### src/rp_bus_pkg.sv
// System-bus widths, region field position, region and register-offset enums, ID constant
package rp_bus_pkg;

  localparam int unsigned ADDR_W = 32;
  localparam int unsigned DATA_W = 32;
  // 3-bit region field starts here, offset lives below it
  localparam int unsigned REGION_LSB = 20;

  // Region number, anything else is unmapped
  typedef enum logic [2:0] {
    REG_HK    = 3'd0,
    REG_CALIB = 3'd1
  } region_e;

  // Housekeeping word offsets
  typedef enum logic [REGION_LSB-1:0] {
    HK_ID   = 20'h00, // read only
    HK_LED  = 20'h04,
    HK_LOOP = 20'h08,
    HK_DAC0 = 20'h0C,
    HK_DAC1 = 20'h10
  } hk_reg_e;

  // Calibration word offsets, gain then offset per channel
  typedef enum logic [REGION_LSB-1:0] {
    CAL_ADC0_MUL = 20'h00,
    CAL_ADC0_SUM = 20'h04,
    CAL_ADC1_MUL = 20'h08,
    CAL_ADC1_SUM = 20'h0C,
    CAL_DAC0_MUL = 20'h10,
    CAL_DAC0_SUM = 20'h14,
    CAL_DAC1_MUL = 20'h18,
    CAL_DAC1_SUM = 20'h1C
  } cal_reg_e;

  // Value returned by HK_ID reads
  localparam logic [DATA_W-1:0] HK_ID_VALUE = 32'h5250_0001;

endpackage : rp_bus_pkg

### src/rp_cfg_pkg.sv
// Data-path widths, channel count, calibration format, sample types and format conversion
package rp_cfg_pkg;

  // Converter channels, ADC and DAC alike
  localparam int unsigned CHN_NUM = 2;
  // Converter sample width
  localparam int unsigned DAT_W = 14;
  // Gain is signed fixed point, 14 fraction bits
  localparam int unsigned MUL_W = 16;
  localparam int unsigned MUL_FRAC = 14;
  // Offset width, signed
  localparam int unsigned SUM_W = 14;
  // Board LED count
  localparam int unsigned LED_W = 8;

  typedef logic signed [DAT_W-1:0] smp_t;
  typedef logic signed [MUL_W-1:0] mul_t;
  typedef logic signed [SUM_W-1:0] sum_t;

  // Gain of 1.0, reset value of every gain register
  localparam mul_t MUL_UNITY = mul_t'(1 << MUL_FRAC);

  // Negative-slope offset binary <-> two's complement
  // Same operation both ways: keep MSB, invert the rest
  function automatic logic [DAT_W-1:0] neg_slope(input logic [DAT_W-1:0] dat);
    return {dat[DAT_W-1], ~dat[DAT_W-2:0]};
  endfunction

endpackage : rp_cfg_pkg

### src/sys_bus_if.sv
// System-bus interface with master and slave modports
`timescale 1ns/1ps

interface sys_bus_if #(
  parameter int unsigned AW = 32, // address width
  parameter int unsigned DW = 32  // data width
);

  // Master to slave, addr and wdata held until ack
  logic [AW-1:0] addr;
  logic [DW-1:0] wdata;
  // Single-cycle strobes
  logic          wen;
  logic          ren;
  // Slave to master, valid with ack
  logic [DW-1:0] rdata;
  logic          err;
  logic          ack;

  modport master (output addr, wdata, wen, ren, input rdata, err, ack);
  modport slave  (input addr, wdata, wen, ren, output rdata, err, ack);

endinterface : sys_bus_if

### src/adc_frontend.sv
// ADC channel with input register, format conversion, loopback mux and calibration
`timescale 1ns/1ps

module adc_frontend (
  input  logic                          adc_clk,
  input  logic                          top_rst,
  input  logic [rp_cfg_pkg::DAT_W-1:0]  raw_i,
  input  logic                          loop_i,
  input  rp_cfg_pkg::smp_t              loop_dat_i,
  input  rp_cfg_pkg::mul_t              mul_i,
  input  rp_cfg_pkg::sum_t              sum_i,
  output rp_cfg_pkg::smp_t              dat_o
);
  import rp_cfg_pkg::*;

  smp_t pin_dat;
  smp_t mux_dat;
  smp_t dat_r;

  // Negative slope offset binary to two's complement
  assign pin_dat = smp_t'(neg_slope(raw_i));
  // Digital loopback takes the calibrated DAC sample
  assign mux_dat = loop_i ? loop_dat_i : pin_dat;

  // Input register, first pipeline stage
  always_ff @(posedge adc_clk or posedge top_rst) begin
    if (top_rst) begin
      dat_r <= '0;
    end else begin
      dat_r <= mux_dat;
    end
  end

  linear_cal u_cal (
    .adc_clk (adc_clk),
    .top_rst (top_rst),
    .dat_i   (dat_r),
    .mul_i   (mul_i),
    .sum_i   (sum_i),
    .dat_o   (dat_o)
  );

endmodule : adc_frontend

### src/calib_regs.sv
// Calibration register block with gain and offset per ADC and DAC channel
`timescale 1ns/1ps

module calib_regs (
  sys_bus_if.slave                                    bus,
  input  logic                                        adc_clk,
  input  logic                                        top_rst,
  output rp_cfg_pkg::mul_t [rp_cfg_pkg::CHN_NUM-1:0]  adc_mul_o,
  output rp_cfg_pkg::sum_t [rp_cfg_pkg::CHN_NUM-1:0]  adc_sum_o,
  output rp_cfg_pkg::mul_t [rp_cfg_pkg::CHN_NUM-1:0]  dac_mul_o,
  output rp_cfg_pkg::sum_t [rp_cfg_pkg::CHN_NUM-1:0]  dac_sum_o
);
  import rp_cfg_pkg::*;
  import rp_bus_pkg::*;

  cal_reg_e          offs;
  logic              offs_ok;
  logic [DATA_W-1:0] rd_val;
  mul_t              wr_mul;
  sum_t              wr_sum;

  assign offs = cal_reg_e'(bus.addr[REGION_LSB-1:0]);
  // Gains from the low MUL_W bits, offsets from the low SUM_W bits
  assign wr_mul = mul_t'(bus.wdata[MUL_W-1:0]);
  assign wr_sum = sum_t'(bus.wdata[SUM_W-1:0]);

  // Read mux, all values sign-extended
  always_comb begin
    rd_val  = '0;
    offs_ok = 1'b1;
    case (offs)
      CAL_ADC0_MUL: rd_val = DATA_W'(adc_mul_o[0]);
      CAL_ADC0_SUM: rd_val = DATA_W'(adc_sum_o[0]);
      CAL_ADC1_MUL: rd_val = DATA_W'(adc_mul_o[1]);
      CAL_ADC1_SUM: rd_val = DATA_W'(adc_sum_o[1]);
      CAL_DAC0_MUL: rd_val = DATA_W'(dac_mul_o[0]);
      CAL_DAC0_SUM: rd_val = DATA_W'(dac_sum_o[0]);
      CAL_DAC1_MUL: rd_val = DATA_W'(dac_mul_o[1]);
      CAL_DAC1_SUM: rd_val = DATA_W'(dac_sum_o[1]);
      default:      offs_ok = 1'b0;
    endcase
  end

  always_ff @(posedge adc_clk or posedge top_rst) begin
    if (top_rst) begin
      bus.ack   <= 1'b0;
      bus.err   <= 1'b0;
      bus.rdata <= '0;
      // Unity gain, zero offset
      adc_mul_o <= {CHN_NUM{MUL_UNITY}};
      adc_sum_o <= '0;
      dac_mul_o <= {CHN_NUM{MUL_UNITY}};
      dac_sum_o <= '0;
    end else begin
      bus.ack   <= bus.wen | bus.ren;
      bus.err   <= (bus.wen | bus.ren) & ~offs_ok;
      bus.rdata <= bus.ren ? rd_val : '0;
      if (bus.wen) begin
        case (offs)
          CAL_ADC0_MUL: adc_mul_o[0] <= wr_mul;
          CAL_ADC0_SUM: adc_sum_o[0] <= wr_sum;
          CAL_ADC1_MUL: adc_mul_o[1] <= wr_mul;
          CAL_ADC1_SUM: adc_sum_o[1] <= wr_sum;
          CAL_DAC0_MUL: dac_mul_o[0] <= wr_mul;
          CAL_DAC0_SUM: dac_sum_o[0] <= wr_sum;
          CAL_DAC1_MUL: dac_mul_o[1] <= wr_mul;
          CAL_DAC1_SUM: dac_sum_o[1] <= wr_sum;
          default: ;
        endcase
      end
    end
  end

endmodule : calib_regs

### src/dac_backend.sv
// DAC channel with calibration and registered output format conversion
`timescale 1ns/1ps

module dac_backend (
  input  logic                          adc_clk,
  input  logic                          top_rst,
  input  rp_cfg_pkg::smp_t              set_i,
  input  rp_cfg_pkg::mul_t              mul_i,
  input  rp_cfg_pkg::sum_t              sum_i,
  output rp_cfg_pkg::smp_t              cal_o,
  output logic [rp_cfg_pkg::DAT_W-1:0]  raw_o
);
  import rp_cfg_pkg::*;

  // Setpoint is already in range, saturation happens after calibration
  linear_cal u_cal (
    .adc_clk (adc_clk),
    .top_rst (top_rst),
    .dat_i   (set_i),
    .mul_i   (mul_i),
    .sum_i   (sum_i),
    .dat_o   (cal_o)
  );

  // Output register, back to negative slope offset binary
  always_ff @(posedge adc_clk or posedge top_rst) begin
    if (top_rst) begin
      raw_o <= neg_slope('0);
    end else begin
      raw_o <= neg_slope(cal_o);
    end
  end

endmodule : dac_backend

### src/housekeeping.sv
// Housekeeping register block with ID, LED, loopback enable and DAC setpoint registers
`timescale 1ns/1ps

module housekeeping (
  sys_bus_if.slave                                    bus,
  input  logic                                        adc_clk,
  input  logic                                        top_rst,
  output logic [rp_cfg_pkg::LED_W-1:0]                led_o,
  output logic                                        loop_o,
  output rp_cfg_pkg::smp_t [rp_cfg_pkg::CHN_NUM-1:0]  dac_set_o
);
  import rp_cfg_pkg::*;
  import rp_bus_pkg::*;

  hk_reg_e           offs;
  logic              offs_ok;
  logic              bad;
  logic [DATA_W-1:0] rd_val;

  assign offs = hk_reg_e'(bus.addr[REGION_LSB-1:0]);

  // Read mux, also flags unknown offsets
  always_comb begin
    rd_val  = '0;
    offs_ok = 1'b1;
    case (offs)
      HK_ID:   rd_val = HK_ID_VALUE;
      HK_LED:  rd_val = DATA_W'(led_o);
      HK_LOOP: rd_val = DATA_W'(loop_o);
      // Setpoints come back sign-extended
      HK_DAC0: rd_val = DATA_W'(dac_set_o[0]);
      HK_DAC1: rd_val = DATA_W'(dac_set_o[1]);
      default: offs_ok = 1'b0;
    endcase
  end

  // ID is read only
  assign bad = ~offs_ok | (bus.wen & (offs == HK_ID));

  always_ff @(posedge adc_clk or posedge top_rst) begin
    if (top_rst) begin
      bus.ack   <= 1'b0;
      bus.err   <= 1'b0;
      bus.rdata <= '0;
      led_o     <= '0;
      loop_o    <= 1'b0;
      dac_set_o <= '0;
    end else begin
      // Response one cycle after the strobe
      bus.ack   <= bus.wen | bus.ren;
      bus.err   <= (bus.wen | bus.ren) & bad;
      bus.rdata <= bus.ren ? rd_val : '0;
      // Write lands on the ack edge, HK_ID and unknowns fall through
      if (bus.wen) begin
        case (offs)
          HK_LED:  led_o <= bus.wdata[LED_W-1:0];
          HK_LOOP: loop_o <= bus.wdata[0];
          HK_DAC0: dac_set_o[0] <= smp_t'(bus.wdata[DAT_W-1:0]);
          HK_DAC1: dac_set_o[1] <= smp_t'(bus.wdata[DAT_W-1:0]);
          default: ;
        endcase
      end
    end
  end

endmodule : housekeeping

### src/linear_cal.sv
// Registered gain and offset stage with saturation to the sample range
`timescale 1ns/1ps

module linear_cal (
  input  logic             adc_clk,
  input  logic             top_rst,
  input  rp_cfg_pkg::smp_t dat_i,
  input  rp_cfg_pkg::mul_t mul_i,
  input  rp_cfg_pkg::sum_t sum_i,
  output rp_cfg_pkg::smp_t dat_o
);
  import rp_cfg_pkg::*;

  // Full product, shifted product, sum with one guard bit
  localparam int unsigned PRD_W = DAT_W + MUL_W;
  localparam int unsigned SHF_W = PRD_W - MUL_FRAC;
  localparam int unsigned ACC_W = SHF_W + 1;
  localparam smp_t SMP_MAX = {1'b0, {(DAT_W-1){1'b1}}};
  localparam smp_t SMP_MIN = {1'b1, {(DAT_W-1){1'b0}}};

  logic signed [PRD_W-1:0] prd;
  logic signed [SHF_W-1:0] shf;
  logic signed [ACC_W-1:0] acc;
  logic                    in_rng;
  smp_t                    sat;

  // Gain, drop fraction bits, then offset
  assign prd = dat_i * mul_i;
  assign shf = SHF_W'(prd >>> MUL_FRAC);
  assign acc = shf + sum_i;

  // In range when all bits above the sample MSB match it
  assign in_rng = (&acc[ACC_W-1:DAT_W-1]) | ~(|acc[ACC_W-1:DAT_W-1]);
  assign sat    = in_rng ? acc[DAT_W-1:0] : (acc[ACC_W-1] ? SMP_MIN : SMP_MAX);

  always_ff @(posedge adc_clk or posedge top_rst) begin
    if (top_rst) begin
      dat_o <= '0;
    end else begin
      dat_o <= sat;
    end
  end

endmodule : linear_cal

### src/rp_top.sv
// Top level with bus decoder, register blocks and ADC and DAC channel pipelines
`timescale 1ns/1ps

module rp_top (
  input  logic                                                    adc_clk,
  input  logic                                                    top_rst,
  // ADC pins, raw negative slope
  input  logic [rp_cfg_pkg::CHN_NUM-1:0][rp_cfg_pkg::DAT_W-1:0]   adc_dat_i,
  // System bus
  input  logic [rp_bus_pkg::ADDR_W-1:0]                           sys_addr_i,
  input  logic [rp_bus_pkg::DATA_W-1:0]                           sys_wdata_i,
  input  logic                                                    sys_wen_i,
  input  logic                                                    sys_ren_i,
  output logic [rp_bus_pkg::DATA_W-1:0]                           sys_rdata_o,
  output logic                                                    sys_err_o,
  output logic                                                    sys_ack_o,
  // Calibrated ADC stream
  output rp_cfg_pkg::smp_t [rp_cfg_pkg::CHN_NUM-1:0]              adc_dat_o,
  // DAC pins, raw negative slope
  output logic [rp_cfg_pkg::CHN_NUM-1:0][rp_cfg_pkg::DAT_W-1:0]   dac_dat_o,
  output logic [rp_cfg_pkg::LED_W-1:0]                            led_o
);
  import rp_cfg_pkg::*;
  import rp_bus_pkg::*;

  //////////////////////////////////////////////////////////////////////
  // System bus
  //////////////////////////////////////////////////////////////////////

  sys_bus_if #(.AW(ADDR_W), .DW(DATA_W)) host_bus ();
  sys_bus_if #(.AW(ADDR_W), .DW(DATA_W)) hk_bus ();
  sys_bus_if #(.AW(ADDR_W), .DW(DATA_W)) cal_bus ();

  // Pins onto the upstream port
  assign host_bus.addr  = sys_addr_i;
  assign host_bus.wdata = sys_wdata_i;
  assign host_bus.wen   = sys_wen_i;
  assign host_bus.ren   = sys_ren_i;
  assign sys_rdata_o    = host_bus.rdata;
  assign sys_err_o      = host_bus.err;
  assign sys_ack_o      = host_bus.ack;

  // Register outputs and DAC loopback samples
  logic                  loop_en;
  smp_t [CHN_NUM-1:0]    dac_set;
  smp_t [CHN_NUM-1:0]    dac_cal;
  mul_t [CHN_NUM-1:0]    adc_mul;
  sum_t [CHN_NUM-1:0]    adc_sum;
  mul_t [CHN_NUM-1:0]    dac_mul;
  sum_t [CHN_NUM-1:0]    dac_sum;

  sys_bus_decoder u_dec (
    .host_bus (host_bus.slave),
    .hk_bus   (hk_bus.master),
    .cal_bus  (cal_bus.master),
    .adc_clk  (adc_clk),
    .top_rst  (top_rst)
  );

  housekeeping u_hk (
    .bus       (hk_bus.slave),
    .adc_clk   (adc_clk),
    .top_rst   (top_rst),
    .led_o     (led_o),
    .loop_o    (loop_en),
    .dac_set_o (dac_set)
  );

  calib_regs u_calib (
    .bus       (cal_bus.slave),
    .adc_clk   (adc_clk),
    .top_rst   (top_rst),
    .adc_mul_o (adc_mul),
    .adc_sum_o (adc_sum),
    .dac_mul_o (dac_mul),
    .dac_sum_o (dac_sum)
  );

  //////////////////////////////////////////////////////////////////////
  // Channel pipelines
  //////////////////////////////////////////////////////////////////////

  for (genvar ch = 0; ch < CHN_NUM; ch++) begin : g_chn
    // ADC side, loopback from the DAC of the same channel
    adc_frontend u_adc (
      .adc_clk    (adc_clk),
      .top_rst    (top_rst),
      .raw_i      (adc_dat_i[ch]),
      .loop_i     (loop_en),
      .loop_dat_i (dac_cal[ch]),
      .mul_i      (adc_mul[ch]),
      .sum_i      (adc_sum[ch]),
      .dat_o      (adc_dat_o[ch])
    );

    dac_backend u_dac (
      .adc_clk (adc_clk),
      .top_rst (top_rst),
      .set_i   (dac_set[ch]),
      .mul_i   (dac_mul[ch]),
      .sum_i   (dac_sum[ch]),
      .cal_o   (dac_cal[ch]),
      .raw_o   (dac_dat_o[ch])
    );
  end

endmodule : rp_top

### src/sys_bus_decoder.sv
// System-bus region decoder with strobe routing, response mux and unmapped-region responder
`timescale 1ns/1ps

module sys_bus_decoder (
  sys_bus_if.slave  host_bus,
  sys_bus_if.master hk_bus,
  sys_bus_if.master cal_bus,
  input  logic      adc_clk,
  input  logic      top_rst
);
  import rp_bus_pkg::*;

  region_e region;
  logic    sel_hk;
  logic    sel_cal;
  logic    unm_ack;

  // Region from the field above the offset
  assign region  = region_e'(host_bus.addr[REGION_LSB +: $bits(region_e)]);
  assign sel_hk  = (region == REG_HK);
  assign sel_cal = (region == REG_CALIB);

  //////////////////////////////////////////////////////////////////////
  // Request side
  //////////////////////////////////////////////////////////////////////

  // Address and data broadcast, strobes only to the selected slave
  assign hk_bus.addr   = host_bus.addr;
  assign hk_bus.wdata  = host_bus.wdata;
  assign hk_bus.wen    = host_bus.wen & sel_hk;
  assign hk_bus.ren    = host_bus.ren & sel_hk;
  assign cal_bus.addr  = host_bus.addr;
  assign cal_bus.wdata = host_bus.wdata;
  assign cal_bus.wen   = host_bus.wen & sel_cal;
  assign cal_bus.ren   = host_bus.ren & sel_cal;

  // Unmapped region answers by itself one cycle later
  always_ff @(posedge adc_clk or posedge top_rst) begin
    if (top_rst) begin
      unm_ack <= 1'b0;
    end else begin
      unm_ack <= (host_bus.wen | host_bus.ren) & ~(sel_hk | sel_cal);
    end
  end

  //////////////////////////////////////////////////////////////////////
  // Response side
  //////////////////////////////////////////////////////////////////////

  // Address is held until ack, so the mux follows the live region
  always_comb begin
    case (region)
      REG_HK: begin
        host_bus.rdata = hk_bus.rdata;
        host_bus.ack   = hk_bus.ack;
        host_bus.err   = hk_bus.err;
      end
      REG_CALIB: begin
        host_bus.rdata = cal_bus.rdata;
        host_bus.ack   = cal_bus.ack;
        host_bus.err   = cal_bus.err;
      end
      default: begin
        // Unmapped, zero data with err
        host_bus.rdata = '0;
        host_bus.ack   = unm_ack;
        host_bus.err   = unm_ack;
      end
    endcase
  end

endmodule : sys_bus_decoder

### config.mk
export PLATFORM = sky130hd
export DESIGN_NAME = rp_top
export DESIGN_NICKNAME = d
export VERILOG_FILES = /design/src/rp_bus_pkg.sv /design/src/rp_cfg_pkg.sv /design/src/sys_bus_if.sv /design/src/adc_frontend.sv /design/src/calib_regs.sv /design/src/dac_backend.sv /design/src/housekeeping.sv /design/src/linear_cal.sv /design/src/rp_top.sv /design/src/sys_bus_decoder.sv
export SDC_FILE = /design/constraint.sdc
export NUM_CORES = 2
export LEC_CHECK = 0
export BUFFER_PORTS_ARGS = -buffer_cell sky130_fd_sc_hd__buf_4
export CAP_MARGIN = 20
export CORE_UTILIZATION = 40
export DETAILED_ROUTE_END_ITERATION = 16
export MAX_ROUTING_LAYER = met4
export SYNTH_ARGS = -nofsm -noshare
export SYNTH_HDL_FRONTEND = slang
export SYNTH_HIERARCHICAL = 1
export SYNTH_SLANG_ARGS = --single-unit
export TNS_END_PERCENT = 5
### constraint.sdc
create_clock -name adc_clk -period 17.51 [get_ports adc_clk]
set_input_delay 0.8755 -clock adc_clk [delete_from_list [all_inputs] [get_ports adc_clk]]
set_output_delay 0.8755 -clock adc_clk [all_outputs]
set_load 0.02 [all_outputs]
=== After elaboration in Yosys (flattened, before gate mapping) ===
Index checks and enable logic that the tools add are counted.

* Output and inout bits: 98
* Bits in registers: 338
* Input port bits: 96

* Multiply operators: 4
* $add $sub $neg: 4
* Mux-type cells: 19
* Reduce and logical (&&, ||, !) cells: 24
* Bitwise gates (word level): 28
* Eq/ne operators: 8

{| class="wikitable"
|+ Operators with widths
! operator !! count
|-
| 32-bit case mux with 8 select lines || 1
|-
| 32-bit case mux with 5 select lines || 1
|-
| 14-bit 2-to-1 mux || 10
|-
| 14-bit by 16-bit multiplier with 30-bit output || 4
|-
| 20-bit by 5-bit equality test with 1-bit output, second input constant || 4
|-
| 16-bit by 14-bit adder with 17-bit output || 4
|-
| 32-bit 2-to-1 mux || 2
|-
| 32-bit case mux with 2 select lines || 1
|-
| 13-bit NOT || 4
|-
| 20-bit by 4-bit equality test with 1-bit output, second input constant || 2
|-
| 2-bit AND reduction || 12
|-
| 20-bit by 3-bit equality test with 1-bit output, second input constant || 1
|-
| 20-bit logical NOT || 1
|-
| 4-bit AND reduction || 4
|-
| 4-bit OR reduction || 4
|-
| 1-bit bitwise OR || 9
|-
| 1-bit bitwise AND || 8
|-
| 8-bit OR reduction || 1
|-
| 1-bit NOT || 7
|-
| 5-bit OR reduction || 1
|-
| 1-bit case mux with 2 select lines || 2
|-
| 3-bit by 1-bit equality test with 1-bit output, second input constant || 1
|-
| 3-bit logical NOT || 1
|-
| 1-bit 2-to-1 mux || 2
|}

=== Logic depth before layout (Yosys ltp) ===
* Depth after elaboration: 6
* Gate-level depth with buffers: 34
* Depth with buffers taken out: 32

=== Modules after synthesis ===
Netlist, hierarchy kept.

{| class="wikitable"
|+ By module, submodules not included
! module !! instances !! area an instance (µm²) !! cells each
|-
| linear_cal at g_chn[0].u_dac.u_cal ... || 2 || 9,206.3 || 998
|-
| linear_cal at g_chn[1].u_dac.u_cal || 1 || 9,559.2 || 1,052
|-
| linear_cal at g_chn[0].u_adc.u_cal || 1 || 9,386.5 || 1,032
|-
| calib_regs || 1 || 6,490.0 || 471
|-
| housekeeping || 1 || 2,511.2 || 195
|-
| sys_bus_decoder || 1 || 1,644.1 || 215
|-
| adc_frontend || 2 || 543.0 || 45
|-
| dac_backend || 2 || 419.2 || 28
|}

=== Worst setup path after synthesis ===
OpenSTA, ideal clock, no wires.

* Path kind: flip-flop to flip-flop
* Start: register u_calib/adc_mul_o[5] (netlist bit)
* End: register g_chn[0].u_adc.u_cal.dat_o[10]
* Path slack: 9.814 ns
* Arrival time: 7.578 ns
* Stages on the path, launching flop included: 34
* Buffers on the path: 2
* Clock period less this slack: 7.696 ns
* Cell sequence: dfrtp_1 clkbuf_1 and2_1 fa_1 inv_1 fa_1 inv_1 fa_1 inv_1 fa_1 inv_1 fa_1 inv_1 fa_1 inv_1 ha_1 a21o_1 a21o_1 a21oi_1 o21ai_0 a21oi_1 o21bai_1 xor2_1 ha_1 fa_1 a211oi_2 o21ai_1 a41oi_2 o21ai_2 or4b_1 nand4_1 a211oi_2 buf_6 a21o_1

* Longest elaborated chain between the ends: 6

{| class="wikitable"
|+ RTL lines
! what !! line !! source
|-
| start, declared || calib_regs.sv:8 || <nowiki>output rp_cfg_pkg::mul_t [rp_cfg_pkg::CHN_NUM-1:0] adc_mul_o,</nowiki>
|-
| start signal, assigned || calib_regs.sv:50 || <nowiki>adc_mul_o <= {CHN_NUM{MUL_UNITY}};</nowiki>
|-
| 14-bit by 16-bit multiplier with 30-bit output (*) || linear_cal.sv:28 || <nowiki>assign prd = dat_i * mul_i;</nowiki>
|-
| 16-bit by 14-bit adder with 17-bit output (*) || linear_cal.sv:30 || <nowiki>assign acc = shf + sum_i;</nowiki>
|-
| 4-bit OR reduction || linear_cal.sv:33 || <nowiki>assign in_rng = (&acc[ACC_W-1:DAT_W-1]) | ~(|acc[ACC_W-1:DAT_W-1]);</nowiki>
|-
| 1-bit NOT || linear_cal.sv:33 ||
|-
| 1-bit bitwise OR || linear_cal.sv:33 ||
|-
| 14-bit 2-to-1 mux (*) || linear_cal.sv:34 || <nowiki>assign sat = in_rng ? acc[DAT_W-1:0] : (acc[ACC_W-1] ? SMP_MIN : SMP_MAX);</nowiki>
|-
| net g_chn[0].u_adc.u_cal.sat[10] || linear_cal.sv:25 || <nowiki>smp_t sat;</nowiki>
|-
| end signal, assigned || linear_cal.sv:40 || <nowiki>dat_o <= sat;</nowiki>
|-
| end, declared || linear_cal.sv:10 || <nowiki>output rp_cfg_pkg::smp_t dat_o</nowiki>
|}

The timed path passes the listed nets; every way through them passes the cells marked *.
A chain may end at the register's enable or synchronous reset.

=== Worst setup path in the final report ===
* Start: register u_hk/dac_set_o[19] (netlist bit)
* End: register g_chn[1].u_dac.u_cal.dat_o[10]

* Longest elaborated chain between the ends: 6

{| class="wikitable"
|+ RTL lines
! what !! line !! source
|-
| start, declared || housekeeping.sv:10 || <nowiki>output rp_cfg_pkg::smp_t [rp_cfg_pkg::CHN_NUM-1:0] dac_set_o</nowiki>
|-
| 14-bit by 16-bit multiplier with 30-bit output (*) || linear_cal.sv:28 ||
|-
| 16-bit by 14-bit adder with 17-bit output (*) || linear_cal.sv:30 ||
|-
| 4-bit OR reduction || linear_cal.sv:33 ||
|-
| 1-bit NOT || linear_cal.sv:33 ||
|-
| 1-bit bitwise OR || linear_cal.sv:33 ||
|-
| 14-bit 2-to-1 mux (*) || linear_cal.sv:34 ||
|-
| net g_chn[1].u_dac.u_cal.sat[10] || linear_cal.sv:25 ||
|-
| end signal, assigned || linear_cal.sv:40 ||
|-
| end, declared || linear_cal.sv:10 ||
|}

Marked as above.

==> out/metrics.cfg <==
[clock_network]
tritoncts = built
cts_post_setup_buffers_inserted = 0
ctsHoldBuffers = 0
post_cts_resized = 0
cts_sinks = 305
htreeDepth = 2
root_buffer = clkbuf_16
clkSlewWorstSetupHoldPaths_ns = 0.06
clockBufferDepth = 3
cts_buffers = 35
clk_latency_ns = 0.59

[grt]
antenna_found_initial = 7
grt_pass1_vias = 35800
grt_pass1_wl_um = 203000
grt_use_total = 0.214
grt_overflow = 0
grt_max_degree = 79

[detailed_routing]
via_per_inst = 5.09
drt-wirelength-per-cell_um = 19.2
drc = 0
drtIter0Drc = 2300
wirelength_um = 127000
vias = 33700
drtPass1Iterations = 5
ant_nets = 0

[sta]
hold_slack_ns = 0.361
hold_violations = 0
rsz0062_at_grt = false
drv_slew = 0
min_period_ns = 8.84
clock_skew_ns = 0.0495
setup_tns_ns = 0
slew_headroom = 0.268
setup_ws_ns = 8.67
tightest_slew_ns = 1.09
post-route-period-util = 0.505
fmaxAchievable_mhz = 113
setup_viol = 0

[place]
port_buffers = 168
dp_slack_ns = 8.71
place.gp.congestion = 0.914
placed_area_mm2 = 0.0512
dp_hpwl_um = 100000

[worst_setup_path]
required_ns = 17.98
cp_common_cell = fa_1
critPathKind = flip-flop to flip-flop
cp-end-kind = flip-flop
path_max_fanout = 18
reg2reg_depth = 25
reg2reg_from = u_hk/dac_set_o[19]
max_stage_delay_ns = 0.90
worst_ep_arrival_time_ns = 9.31
reg2reg_to = g_chn[1].u_dac/u_cal/dat_o[10]
critPathLaunchType = flip-flop
critPathSlowestCell = dfrtp_1
reg2reg_setup_slack_ns = 8.67

[die]
die_w_um = 354
ios = 194
row_count = 128
dieArea_mm2 = 0.125
coreArea_mm2 = 0.122
fp.dieH_um = 354
initial_core_util = 0.405

[yosys]
postSynthCellCount = 5049
syn-num-nets = 6361
syn-cell-area_mm2 = 0.0495
syn_avg_cell_area_um2 = 9.80
ys.warnings.count = 6

[run]
cap_violations = 0

[layout]
syn_to_final_growth_pct = 5.85
fin_area_mm2 = 0.0524
fillers = 11900
fin_nets = 6289
drive_above_1_share = 0.113
post-route-util = 0.429

[power_and_ir_drop]
powerDensity_mw_per_mm2 = 31.4
ir_drop_v = 0.0000691
p_leak_nw = 27.0

[worst_hold_path]
holdCritPathClass = input port to asynchronous set/reset pin

[outcome]
status = finished clean

## registers in the layout (all words and copies together), names as in the netlist
signal,cells
u_calib/adc_mul_o,32
u_calib/dac_mul_o,32
g_chn.u_adc/dat_r,28
g_chn.u_adc/u_cal/dat_o,28
g_chn.u_dac/raw_o,28
g_chn.u_dac/u_cal/dat_o,28
u_calib/adc_sum_o,28
u_calib/dac_sum_o,28
u_hk/dac_set_o,28
u_calib/bus.rdata,16
u_hk/bus.rdata,15
u_hk/led_o,8
u_calib/bus.ack,1
u_calib/bus.err,1
u_dec/unm_ack,1
u_hk/bus.ack,1
u_hk/bus.err,1
u_hk/loop_o,1
## how the worst max path moves through the flow
stage	from	endpoint	cells past startpoint
3_5_place_dp	u_hk/dac_set_o[18]	g_chn[1].u_dac/u_cal/dat_o[10]	31
2_1_floorplan	u_calib/adc_mul_o[5]	g_chn[0].u_adc/u_cal/dat_o[10]	33
6_report	u_hk/dac_set_o[19]	g_chn[1].u_dac/u_cal/dat_o[10]	25
4_1_cts	u_hk/dac_set_o[18]	g_chn[1].u_dac/u_cal/dat_o[10]	31
3_3_place_gp	g_chn[1].u_adc/dat_r[2]	g_chn[1].u_adc/u_cal/dat_o[12]	30
5_1_grt	u_hk/dac_set_o[19]	g_chn[1].u_dac/u_cal/dat_o[10]	25
## layer usage
| metal | routed length, um | share of wire | global-route usage |
|---|---|---|---|
| met1 | 57500 | 0.45 | 0.293 |
| met2 | 59200 | 0.47 | 0.335 |
| met3 | 8140 | 0.064 | 0.0317 |
| met4 | 2300 | 0.018 | 0.0445 |
| met5 | 0 | 0 | - |
## cell usage in the layout (no fill, tap or decap), types with 70 or more instances in the layout
| cell type | instances |
|---|---|
| nand2_1 | 427 |
| a21o_1 | 70 |
| nor2_1 | 146 |
| buf_4 | 181 |
| mux2_2 | 174 |
| a21oi_1 | 106 |
| xnor2_1 | 112 |
| and2_1 | 481 |
| dfrtp_1 | 274 |
| inv_1 | 1069 |
| ha_1 | 340 |
| fa_1 | 876 |
## worst max-delay path, delay by kind of cell, from the launching register on
kind | cells | cell delay, ns
buffers and inverters | 3 | 0.14
flip-flops | 1 | 0.90
adder cells (fa/ha/maj) | 8 | 3.79
AND/OR/NAND/NOR | 3 | 0.46
AO/OA/AOI/OAI | 11 | 3.44
## layout make-up
class / instances / area [um^2] / area share
diodes: 4 / 10.0 / 0.000191
multi-input cells: 3380 / 36100 / 0.690
clock buffers: 46 / 977 / 0.0187
clock inverters: 16 / 164 / 0.00313
well taps: 1625 / 2030 / 0.0388
inverters: 1073 / 4030 / 0.0770
repair buffers: 182 / 1370 / 0.0262
flip-flops and latches: 305 / 7670 / 0.146
## where the power goes
group | internal (mW) | switching (mW) | leakage, nW | total, mW
clock | 0.414 | 0.322 | 0.554 | 0.737
sequential | 0.716 | 0.0237 | 4.02 | 0.739
combinational | 0.0618 | 0.108 | 22.4 | 0.170
total | 1.19 | 0.454 | 27.0 | 1.65
## per-stage QoR
stage / total power [mW] / std cells
finish: 1.65 / 6631
floorplan: 0.858 / 5049
global route: 1.70 / 6630
detailed placement: 0.921 / 6564
CTS: 1.66 / 6626
global placement: 0.920 / 6564
(Power assumes the default switching activity.)
